`src/common/mc_pkg.sv`:
```
// ----------------------------------------
// shared widths and packet layouts for the tile endpoint
// request packet is 57 bits, response packet is 40 bits
// ----------------------------------------
`default_nettype none

package mc_pkg;

  // ----------------------------------------
  // widths and sizes
  localparam int MC_X_CORD_WIDTH = 4;
  localparam int MC_Y_CORD_WIDTH = 3;
  localparam int MC_ADDR_WIDTH   = 10;
  localparam int MC_DATA_WIDTH   = 32;
  localparam int MC_REQ_FIFO_ELS = 4;
  localparam int MC_MEM_WORDS    = 1024;

  typedef logic [MC_X_CORD_WIDTH-1:0] mc_x_cord_t;
  typedef logic [MC_Y_CORD_WIDTH-1:0] mc_y_cord_t;
  typedef logic [MC_ADDR_WIDTH-1:0]   mc_addr_t;
  typedef logic [MC_DATA_WIDTH-1:0]   mc_data_t;

  typedef enum logic {e_op_load = 1'b0, e_op_store = 1'b1} mc_opcode_e;
  typedef enum logic {e_return_load_data = 1'b0, e_return_store_ack = 1'b1} mc_return_type_e;
  typedef enum logic {e_idle = 1'b0, e_respond = 1'b1} mc_mem_state_e;

  // ----------------------------------------
  // packets
  typedef struct packed {
    mc_opcode_e op;
    mc_addr_t   addr;
    mc_data_t   payload;
    mc_x_cord_t src_x_cord;
    mc_y_cord_t src_y_cord;
    mc_x_cord_t dst_x_cord;
    mc_y_cord_t dst_y_cord;
  } mc_packet_s;

  // dst is the requester, taken from the request's src
  typedef struct packed {
    mc_return_type_e return_type;
    mc_data_t        data;
    mc_x_cord_t      dst_x_cord;
    mc_y_cord_t      dst_y_cord;
  } mc_return_packet_s;

  // ----------------------------------------
  // links
  // ready_and_rev is the ready for traffic flowing the other way
  typedef struct packed {
    logic       v;
    mc_packet_s data;
    logic       ready_and_rev;
  } mc_fwd_link_s;

  typedef struct packed {
    logic              v;
    mc_return_packet_s data;
    logic              ready_and_rev;
  } mc_rev_link_s;

  typedef struct packed {
    mc_fwd_link_s fwd;
    mc_rev_link_s rev;
  } mc_link_sif_s;

endpackage

`default_nettype wire
```
`src/endpoint/mc_endpoint.sv`:
```
// ----------------------------------------
// tile endpoint between the mesh link and the core / memory ports
// core must pop the response FIFO whenever it is full
// ----------------------------------------
`timescale 1ns/10ps
`default_nettype none

module mc_endpoint (
  input  logic                      clk_i,
  input  logic                      rst_n_i,
  // mesh link
  input  mc_pkg::mc_link_sif_s      link_sif_i,
  output mc_pkg::mc_link_sif_s      link_sif_o,
  // incoming requests to local memory
  output mc_pkg::mc_packet_s        req_packet_o,
  output logic                      req_v_o,
  input  logic                      req_yumi_i,
  // responses from local memory
  input  mc_pkg::mc_return_packet_s resp_packet_i,
  input  logic                      resp_v_i,
  output logic                      resp_ready_o,
  // outgoing core requests
  input  mc_pkg::mc_packet_s        out_packet_i,
  input  logic                      out_packet_v_i,
  output logic                      out_packet_ready_o,
  // incoming responses for the core
  output mc_pkg::mc_return_packet_s in_return_packet_o,
  output logic                      in_return_packet_v_o,
  input  logic                      in_return_packet_yumi_i,
  output logic                      in_return_fifo_full_o
);

  logic req_fifo_ready;
  logic ret_fifo_ready;

  // ----------------------------------------
  // incoming requests are buffered since memory may stall
  mc_request_fifo req_fifo_inst (
    .clk_i(clk_i), .rst_n_i(rst_n_i),
    .v_i(link_sif_i.fwd.v), .data_i(link_sif_i.fwd.data), .ready_o(req_fifo_ready),
    .v_o(req_v_o), .data_o(req_packet_o), .yumi_i(req_yumi_i)
  );
  assign link_sif_o.fwd.ready_and_rev = req_fifo_ready;

  // memory responses straight out
  assign link_sif_o.rev.v    = resp_v_i;
  assign link_sif_o.rev.data = resp_packet_i;
  assign resp_ready_o        = link_sif_i.rev.ready_and_rev;

  // core requests straight out
  assign link_sif_o.fwd.v    = out_packet_v_i;
  assign link_sif_o.fwd.data = out_packet_i;
  assign out_packet_ready_o  = link_sif_i.fwd.ready_and_rev;

  // ----------------------------------------
  // incoming responses are never refused on the mesh
  mc_return_fifo ret_fifo_inst (
    .clk_i(clk_i), .rst_n_i(rst_n_i),
    .v_i(link_sif_i.rev.v), .data_i(link_sif_i.rev.data), .ready_o(ret_fifo_ready),
    .v_o(in_return_packet_v_o), .data_o(in_return_packet_o), .yumi_i(in_return_packet_yumi_i)
  );
  assign in_return_fifo_full_o        = ~ret_fifo_ready;
  assign link_sif_o.rev.ready_and_rev = 1'b1;

  // core side has to drain a full FIFO
  a_full_needs_yumi : assert property (@(posedge clk_i) disable iff (!rst_n_i)
    in_return_fifo_full_o |-> in_return_packet_yumi_i);

  // a response arriving on a full FIFO needs a pop in that same cycle
  a_enq_deq_on_full : assert property (@(posedge clk_i) disable iff (!rst_n_i)
    (link_sif_i.rev.v && in_return_fifo_full_o) |-> in_return_packet_yumi_i);

endmodule

`default_nettype wire

```
`src/endpoint/mc_return_fifo.sv`:
```
// ----------------------------------------
// two-slot response FIFO, head slot is the output
// takes a new entry while full if the head leaves that cycle
// ----------------------------------------
`timescale 1ns/10ps
`default_nettype none

module mc_return_fifo (
  input  logic                      clk_i,
  input  logic                      rst_n_i,
  input  logic                      v_i,
  input  mc_pkg::mc_return_packet_s data_i,
  output logic                      ready_o,
  output logic                      v_o,
  output mc_pkg::mc_return_packet_s data_o,
  input  logic                      yumi_i
);

  import mc_pkg::*;

  mc_return_packet_s head_r;
  mc_return_packet_s tail_r;
  logic              head_v_r;
  logic              tail_v_r;
  logic              enq;

  // tail only holds data when head does, so tail valid means full
  assign ready_o = ~tail_v_r;
  assign v_o     = head_v_r;
  assign data_o  = head_r;
  assign enq     = v_i & (~tail_v_r | yumi_i);

  always_ff @(posedge clk_i) begin
    if (!rst_n_i) begin
      head_v_r <= 1'b0;
      tail_v_r <= 1'b0;
    end else begin
      head_v_r <= enq | (head_v_r & ~yumi_i) | tail_v_r;
      tail_v_r <= (tail_v_r & ~yumi_i) | (enq & head_v_r & ~yumi_i) | (enq & tail_v_r & yumi_i);
    end
  end

  // data slots
  always_ff @(posedge clk_i) begin
    // tail moves up on a pop, else new data lands in an empty or leaving head
    if (yumi_i && tail_v_r) head_r <= tail_r;
    else if (enq && (!head_v_r || yumi_i)) head_r <= data_i;
    if (enq && ((head_v_r && !yumi_i) || (tail_v_r && yumi_i))) tail_r <= data_i;
  end

  a_yumi_needs_v : assert property (@(posedge clk_i) disable iff (!rst_n_i)
    yumi_i |-> v_o);

endmodule

`default_nettype wire

```
`src/endpoint/mc_request_fifo.sv`:
```
// ----------------------------------------
// ring FIFO for incoming requests
// els_p must be a power of two and at least 2
// ready/valid on the input and valid/yumi on the output, no bypass
// ----------------------------------------
`timescale 1ns/10ps
`default_nettype none

module mc_request_fifo #(
  parameter int els_p = mc_pkg::MC_REQ_FIFO_ELS
) (
  input  logic               clk_i,
  input  logic               rst_n_i,
  input  logic               v_i,
  input  mc_pkg::mc_packet_s data_i,
  output logic               ready_o,
  output logic               v_o,
  output mc_pkg::mc_packet_s data_o,
  input  logic               yumi_i
);

  import mc_pkg::*;

  // payload slots
  mc_packet_s mem_r [els_p];

  // pointers carry an extra wrap bit
  logic [$clog2(els_p):0] wr_ptr_r;
  logic [$clog2(els_p):0] rd_ptr_r;
  logic [$clog2(els_p):0] count;
  logic                   empty;
  logic                   full;
  logic                   wr_en;

  assign empty = (wr_ptr_r == rd_ptr_r);
  // same slot but opposite wrap bit
  assign full = (wr_ptr_r[$clog2(els_p)] != rd_ptr_r[$clog2(els_p)])
              && (wr_ptr_r[$clog2(els_p)-1:0] == rd_ptr_r[$clog2(els_p)-1:0]);

  // entries held, wraps with the pointers
  assign count = wr_ptr_r - rd_ptr_r;

  assign ready_o = ~full;
  assign v_o     = ~empty;
  assign data_o  = mem_r[rd_ptr_r[$clog2(els_p)-1:0]];
  assign wr_en   = v_i & ready_o;

  // ----------------------------------------
  // pointer update
  always_ff @(posedge clk_i) begin
    if (!rst_n_i) begin
      wr_ptr_r <= '0;
      rd_ptr_r <= '0;
    end else begin
      if (wr_en) wr_ptr_r <= wr_ptr_r + 1'b1;
      if (yumi_i) rd_ptr_r <= rd_ptr_r + 1'b1;
    end
  end

  // payload write
  always_ff @(posedge clk_i) begin
    if (wr_en) mem_r[wr_ptr_r[$clog2(els_p)-1:0]] <= data_i;
  end

  // ----------------------------------------
  // consumer pops only what is offered
  a_yumi_needs_v : assert property (@(posedge clk_i) disable iff (!rst_n_i)
    yumi_i |-> v_o);

  // a write never lands while all entries are held
  a_no_write_full : assert property (@(posedge clk_i) disable iff (!rst_n_i)
    wr_en |-> (count < els_p));

endmodule

`default_nettype wire

```
`config.mk`:
```
export PLATFORM = sky130hd
export DESIGN_NAME = mc_endpoint
export DESIGN_NICKNAME = d
export VERILOG_FILES = /design/src/common/mc_pkg.sv /design/src/endpoint/mc_endpoint.sv /design/src/endpoint/mc_return_fifo.sv /design/src/endpoint/mc_request_fifo.sv
export SDC_FILE = /design/constraint.sdc
export NUM_CORES = 1
export LEC_CHECK = 0
export ABC_AREA = 1
export ABC_CLOCK_PERIOD_IN_PS = 3900
export BUFFER_PORTS_ARGS = -buffer_cell sky130_fd_sc_hd__buf_2
export CAP_MARGIN = 20
export CORE_ASPECT_RATIO = 1.5
export CORE_MARGIN = 2
export CORE_UTILIZATION = 46
export DETAILED_ROUTE_END_ITERATION = 8
export PLACE_DENSITY = 0.83
export REMOVE_ABC_BUFFERS = 1
export SYNTH_ARGS = -nofsm -noshare
export SYNTH_HDL_FRONTEND = slang
export SYNTH_HIERARCHICAL = 1
export SYNTH_SLANG_ARGS = --single-unit
```
`constraint.sdc`:
```
create_clock -name clk_i -period 3.9 [get_ports clk_i]
set_input_delay 0.39 -clock clk_i [delete_from_list [all_inputs] [get_ports clk_i]]
set_output_delay 0.39 -clock clk_i [all_outputs]
set_load 0.1 [all_outputs]
```
==> metrics.md, run 1 <==
| Metric | Value |
|---|---|
| Leak | 0.005219 uW |
| Clk sink count | 318 |
| Crit-path max FO | 76 |
| H-tree depth | 1 |
| Flop pwr share | 0.488 |
| Clock Power Share | 0.320 |
| Vias in the first global route | ~7700 |
| Pre-CTS setup slack | 1.225 ns |
| Maximum vdd drop | 0.3950 mV |
| Via-per-instance ratio | 5.626 |
| P_int | 5590 uW |
| Reg2reg start | req_fifo_inst/wr_ptr_r[0]$_SDFFE_PN0P_ |
| Worst Hold Path EP | ret_fifo_inst/tail_r[14]$_DFFE_PP_ |
| Remaining DRCs | 0 |
| Final HPWL DP | around 30 mm |
| Final core utilization | 0.5173 |
| Detailed-route via count | 7921 |
| Switching pwr | 2578 uW |
| Hold/Removal Path Class | input port to flop |
| TritonCTS clock tree | done |
| Cells after synthesis | 948 |
| Sequential area share after synthesis | 0.7353 |
| Final setup skew | approximately 0.021 ns |
| Net Sw Frac | 0.3156 |
| Synth-to-layout area growth | 10.33% |
| Cell Count, Final, Fillers Out | 1408 |
| Core box area | 27410 sq um |
| Initial core utilization | 0.4689 |
| Placed Cells incl. Taps | 1354 |
| First-pass GRT wire length | approximately 56 mm |
| Initial drt markers | between 600 and 700 |
| RePlAce Congestion | ~0.86 |
| Placed Instance Area | 13310 sq um |
| Layout Nets | between 1000 and 1500 |
| Flops & latches, synth | 318 |
| DIE HEIGHT | 208.7 um |
| PD cells | slightly below 600 nW/um^2 |
| Setup TNS | 0 ns |
| Met3 Wirelength | 9.321 mm |
| Total CTS buffers | 28 |
| Hold_sp | link_sif_i[15] |
| Status | complete, no violations |
| Crit path launch type | flop |
| Kind of end point of the critical path | primary output |
| Root buf cell | clkbuf_16 |
| Final WS setup | 0.6504 ns |
| Fill cell count | 2233 |
| CTS Hold Bufs | 0 |
| Hold Vio Cnt, Final | 0 |
| Pre-antenna DRT Iters | 5 |
| Clock slew at reported path FFs | 0.06 ns |
| Crit Path Category | flop to primary output |
| Final Max Slew Viols | 0 |
| Worst-skew pair later-pin latency | 0.56 ns |
| Port buffer count | 203 |
| Worst-Margin Slew | 0.9226 ns |
| Pin count of the biggest net entering global routing | 77 |
| Met2 WL | between 15 and 20 mm |
| Critical Path RT | 3.51 ns |
| Ys Warns | 6 |
| Die span in x | 140.5 um |
| Initial antenna violation count | 2 |
| Post-Syn Area | 12850 sq um |
| RR Endpoint | req_fifo_inst/mem_r[2][48]$_DFFE_PP_ |
| Wire length per cell | 28.92 um |
| Design Area, Final | around 14000 sq um |
| Area of the die | 29320 sq um |
| WL final | 40.72 mm |
| Met1 WL | 10.47 mm |
| Fin crit share | 0.8332 |
| Tmin final | about 3.2 ns |
| Row cnt | 74 |
| I/O pin count | 407 |
| Post-CTS sizing | 0 |
| RSZ-0062 raised after global routing | false |
| Netlist cell types | 25 |
| DRT antenna net count | 0 |
| Max frequency | 307.7 MHz |
| Worst hold path cell count | 1 |
| DR top layer | met5 |
| Share of layout cells above drive strength 1 | 0.2650 |
| Comb power frac | 0.192 |
| Max_slew headroom | 0.3849 |
| Grt total ovfl | 0 |
| Total track usage | 0.2687 |
| Max Cap Violations | 0 |
| Worst-case reg-to-reg path depth | 7 |
| CTS max path bufs | 3 |
| Endpoints failing setup | 0 |
| Mapped Avg Cell Area | 13.55 sq um |
| Critical path arrival | 2.86 ns |
| Setup Buffers After CTS | 0 |
| Register-to-register setup slack | 1.39 ns |
## routing by layer
metal / track usage / vias to the layer above
li1: - / 3496
met5: 0.02886 / -
met4: 0.08207 / 4
met3: 0.2658 / 95
met2: 0.4464 / 621
met1: 0.2132 / 3705
## synth_stat cells (all sizes together)
master / number / area [sq um]
edfxtp: 308 / 9249
buf: 134 / 1064
nor2: 124 / 468.0
o21ai: 118 / 590.6
nand2: 100 / 416.7
o22ai: 57 / 356.6
nand3: 45 / 230.2
clkbuf: 19 / 91.34
inv: 18 / 67.56
dfxtp: 10 / 200.2
a21oi: 7 / 35.03
ha: 5 / 62.56
conb: 1 / 3.750
nand4: 1 / 6.260
xnor2: 1 / 8.760
## power groups by stage
stage	Clock, uW	Combinational, uW	Sequential [uW]
after global placement	0	1540	4060
after floorplan	0	942	4320
after CTS	2650	1570	3990
final	2610	1570	3990
after global routing	2770	1630	4000
after detailed placement	0	1560	4060
## kinds of logic (layout without fill, tap and decap cells)
logic type      count (synthesis)  after routing  synth area share
flops                         318            318            0.7353
simple gates                  270            270           0.08724
compound gates                182            182           0.07644
buf+inv                       171            287           0.09513
fa+ha+maj                       5              5          0.004869
other cells                     1              3         0.0002918
xor+xnor                        1              1         0.0006817
## final cells by class
cell class / count / area, sq um / share of cell area
antenna: 2 / 5.005 / 0.0003530
multi-input combinational: 459 / 2208 / 0.1558
clock inverter: 20 / 130.1 / 0.009178
sequential: 318 / 9454 / 0.6668
clock buffer: 32 / 737.0 / 0.05198
timing repair buffer: 217 / 1146 / 0.08084
inverter: 18 / 68.82 / 0.004854
tap: 342 / 427.9 / 0.03018
## sequential cells by signal, indices dropped and copies added (netlist names), named ones only
register                count
req_fifo_inst/mem_r       228
ret_fifo_inst/data_o       40
req_fifo_inst/rd_ptr_r      3
ret_fifo_inst/tail_v_r      1
req_fifo_inst/wr_ptr_r      3
ret_fifo_inst/tail_r       40
ret_fifo_inst/v_o           1
## cell usage in the layout, fill, tap and decap left out
master,n
nor2_1,119
o22ai_1,57
diode_2,2
clkinv_2,7
nor2_2,1
ha_1,5
a21oi_1,7
nor2_4,4
inv_1,13
edfxtp_1,308
clkbuf_16,29
inv_2,4
nand4_1,1
buf_2,203
nand2_1,89
inv_6,1
buf_12,2
conb_1,1
clkbuf_1,3
clkinvlp_4,3
xnor2_1,1
o21ai_0,110
nand2_2,10
clkinv_1,8
dfxtp_2,1
bufinv_16,1
nand3_1,44
o21ai_1,8
dfxtp_1,8
nand2_8,1
nand3_2,1
dfxtp_4,1
clkinv_4,1
buf_4,12
## critical path, cell delays in order (launching register included)
cell,delay (ns)
dfxtp_4,0.60
buf_4,0.68
o21ai_0,0.24
o22ai_1,0.26
buf_2,0.48
## stage by stage
step                hold slack (ns)  power (uW)
finish                      0.01837        8168
global route               0.007000        8396
CTS                      0.00005962        8207
detailed placement           0.4894        5625
global placement             0.4764        5592
floorplan                    0.4579        5265
## worst max-delay path by stage
stage,startpoint,end,slack (ns),cells past startpoint
2_1_floorplan,flop,req_packet_o[0],-0.50,3
3_3_place_gp,flop,req_packet_o[26],1.26,4
3_5_place_dp,flop,req_packet_o[26],1.22,4
4_1_cts,flop,req_packet_o[26],0.63,4
5_1_grt,flop,req_packet_o[26],0.48,4
6_report,flop,req_packet_o[12],0.65,4
Note: power is estimated with default switching activity, not from simulation.
==> run 2, diff against run 1 <==
--- a/config.mk
+++ b/config.mk
@@ -5,8 +5,8 @@
 export SDC_FILE = /design/constraint.sdc
 export NUM_CORES = 1
 export LEC_CHECK = 0
-export ABC_AREA = 1
-export ABC_CLOCK_PERIOD_IN_PS = 3900
+export ABC_AREA = 0
+export ABC_CLOCK_PERIOD_IN_PS = 2700
 export BUFFER_PORTS_ARGS = -buffer_cell sky130_fd_sc_hd__buf_2
 export CAP_MARGIN = 20
 export CORE_ASPECT_RATIO = 1.5
==> constraint.sdc (replaced) <==
create_clock -name clk_i -period 2.7 [get_ports clk_i]
set_input_delay 0.27 -clock clk_i [delete_from_list [all_inputs] [get_ports clk_i]]
set_output_delay 0.27 -clock clk_i [all_outputs]
set_load 0.1 [all_outputs]
==> metrics.md, run 2 <==
| Metric | Value |
|---|---|
| Final core utilization | 0.5670 |
| DIE HEIGHT | just over 200 um |
| Grt total ovfl | 0 |
| Detailed-route via count | 6494 |
| Critical path arrival | 2.23 ns |
| Final Max Slew Viols | 0 |
| Wire length per cell | 33.25 um |
| Commonest non-fill, non-tap cells in the layout | edfxtp_1 (308), buf_2 (203), dlygate4sd3_1 (99), mux4_2 (57), mux2_2 (37) |
| Dominant cells by area after synthesis | edfxtp_1 (74%), mux4_2 (10%), buf_4 (6.4%) |
| Tmin final | 2.499 ns |
| Post-synth top cells | edfxtp_1 (308), buf_4 (106), mux4_2 (57) |
| Max Cap Violations | 0 |
| Kind of end point of the critical path | primary output |
| Worst-skew pair later-pin latency | 0.53 ns |
| PD cells | 859.7 nW/um^2 |
| Crit path launch type | flop |
| Flops & latches, synth | 318 |
| Pin count of the biggest net entering global routing | 58 |
| WP buf/inv | 2 |
| Port buffer count | 203 |
| TritonCTS clock tree | done |
| Fill cell count | roughly 1900 |
| Worst-Margin Slew | about 1 ns |
| Hold/Removal Path Class | input port to flop |
| Mapped Avg Cell Area | 21.00 sq um |
| Synth top area share | 0.7414 |
| Status | complete, no violations |
| Vias in the first global route | 6998 |
| Pre-antenna DRT Iters | 5 |
| Via-per-instance ratio | 5.522 |
| Netlist cell types | 37 |
| Core box area | 26580 sq um |
| WL final | a little under 40 mm |
| Cells after synthesis | 594 |
| Crit-path max FO | 28 |
| Row cnt | 73 |
| Layout Nets | between 1000 and 1500 |
| Register-to-register setup slack | 0.67 ns |
| Async set-reset flop share out of synthesis | 0 |
| Critical path, cell by cell | buf_4 > mux4_2 > buf_2 |
| Endpoints failing setup | 0 |
| DRT antenna net count | 0 |
| RePlAce Congestion | 0.8344 |
| RSZ-0062 raised after global routing | false |
| Hold Vio Cnt, Final | 0 |
| Final WS setup | between 0.2 and 0.25 ns |
| H-tree depth | 1 |
| Initial drt markers | 453 |
| Ys flop type | edfxtp_1 |
| Most common cell after layout, fill and taps aside | edfxtp_1 |
| Initial core utilization | 0.4693 |
| Area of the die | 28480 sq um |
| First-pass GRT wire length | between 50 and 60 mm |
| Fin crit share | 0.9254 |
| Total track usage | 0.2736 |
| EDFF count, synth | 308 |
| Ys Warns | 6 |
| Largest delay share family, worst path | buffers and inverters |
| Critical Path RT | 2.43 ns |
| Post-Syn Area | 12470 sq um |
| Remaining DRCs | 0 |
| Hold WS | 0.04914 ns |
| Critical Path Max Stage Delay | 0.61 ns |
| Crit Path Category | flop to primary output |
| CTS max path bufs | 3 |
| Final HPWL DP | 29.19 mm |
| Final setup skew | slightly above 0.01 ns |
| Most numerous cell in the Yosys netlist | edfxtp_1 |
| Max_slew headroom | 0.3309 |
| Share of layout cells above drive strength 1 | 0.4207 |
| Maximum vdd drop | 0.7574 mV |
| Pre-CTS setup slack | 0.6390 ns |
| Root buf cell | clkbuf_16 |
| Slowest-stage cell, CP | dfxtp_4 |
| Synth-to-layout area growth | 20.80% |
| Number of flip-flops in the largest register | 228 |
| Clk sink count | 318 |
| Leak | roughly 0.0053 uW |
| Die span in x | 138.5 um |
| Sequential area share after synthesis | 0.7575 |
| Diodes inserted | 0 |
| Total CTS buffers | 28 |
| I/O pin count | 407 |
| Initial antenna violation count | 0 |
| Clock slew at reported path FFs | ~0.060 ns |
| Max frequency | between 400 and 500 MHz |
| Dominant cell type by area after synthesis | edfxtp_1 |
run 2: cell count changes in the layout (fill, tap and decap cells not counted), moves of 57 or more:
| cell | change |
|---|---|
| nor2_1 | -113 |
| o21ai_0 | -108 |
| dlygate4sd3_1 | +99 |
| nand2_1 | -84 |
| mux4_2 | +57 |
| o22ai_1 | -57 |
run 2: repair_timing:
action                                 in CTS  in global routing
setup buffers                               0                  1
setup endpoints to repair                   0                  5
hold buffers                               99                  0
gates resized for setup                     0                  0
endpoints found under the hold margin     269                  0
run 2: logic make-up (layout without fill, tap and decap cells):
family                   Yosys count  in the layout  synth area share
flip-flops                       318            318            0.7575
buffers and inverters            125            370           0.07312
multiplexers                      98             98            0.1398
AND/OR/NAND/NOR                   25             25           0.01043
AO/OA/AOI/OAI                     14             14          0.008226
XOR/XNOR                           8              8          0.005616
adder cells (fa/ha/maj)            5              5          0.005015
other                              1              1         0.0003006
run 2: area by class of cell:
cell class	count	area (sq um)	share of cell area
flip-flops and latches	318	9457	0.6275
clock buffers	36	752.0	0.04990
clock inverters	13	110.1	0.007307
inverters	6	22.52	0.001495
well taps	337	421.7	0.02798
multi-input cells	151	2132	0.1415
repair buffers	315	2175	0.1443
run 2: final timing paths:
kind | from | end | cells past startpoint
worst min-delay path | link_sif_i[41] | ret_fifo_inst/tail_v_r$_SDFF_PN0_ | 2
worst min register to register | req_fifo_inst/wr_ptr_r[2]$_SDFFE_PN0P_ | req_fifo_inst/wr_ptr_r[2]$_SDFFE_PN0P_ | 2
worst max-delay path | flop | req_packet_o[10] | 3
worst max register to register | req_fifo_inst/wr_ptr_r[1]$_SDFFE_PN0P_ | req_fifo_inst/mem_r[2][1]$_DFFE_PP_ | 4
run 2: power breakdown:
| group | internal (uW) | total [uW] | switching, uW | leakage [uW] |
|---|---|---|---|---|
| Clock | 2140 | 3800 | 1660 | 0.000421 |
| Sequential | 5900 | 6060 | 155 | 0.00293 |
| Combinational | 688 | 3100 | 2410 | 0.00197 |
run 2: per-layer routing:
layer | up-vias | wire length [um] | global-route usage
li1 | 2703 | - | -
met1 | 3182 | 10450 | 0.2280
met2 | 549 | 18410 | 0.4429
met3 | 56 | 8462 | 0.2558
met4 | 4 | 1636 | 0.1024
met5 | - | 147 | 0.04912
run 2: metrics by stage:
stage               area (sq um)  power, uW  std cells  setup TNS, ns
floorplan                  11580       8522        475        -129.15
global placement           13200       9068       1027              0
detailed placement         13200       9129       1027              0
CTS                        15050      13000       1175              0
global route               15070      13330       1176              0
finish                     15070      12950       1176              0
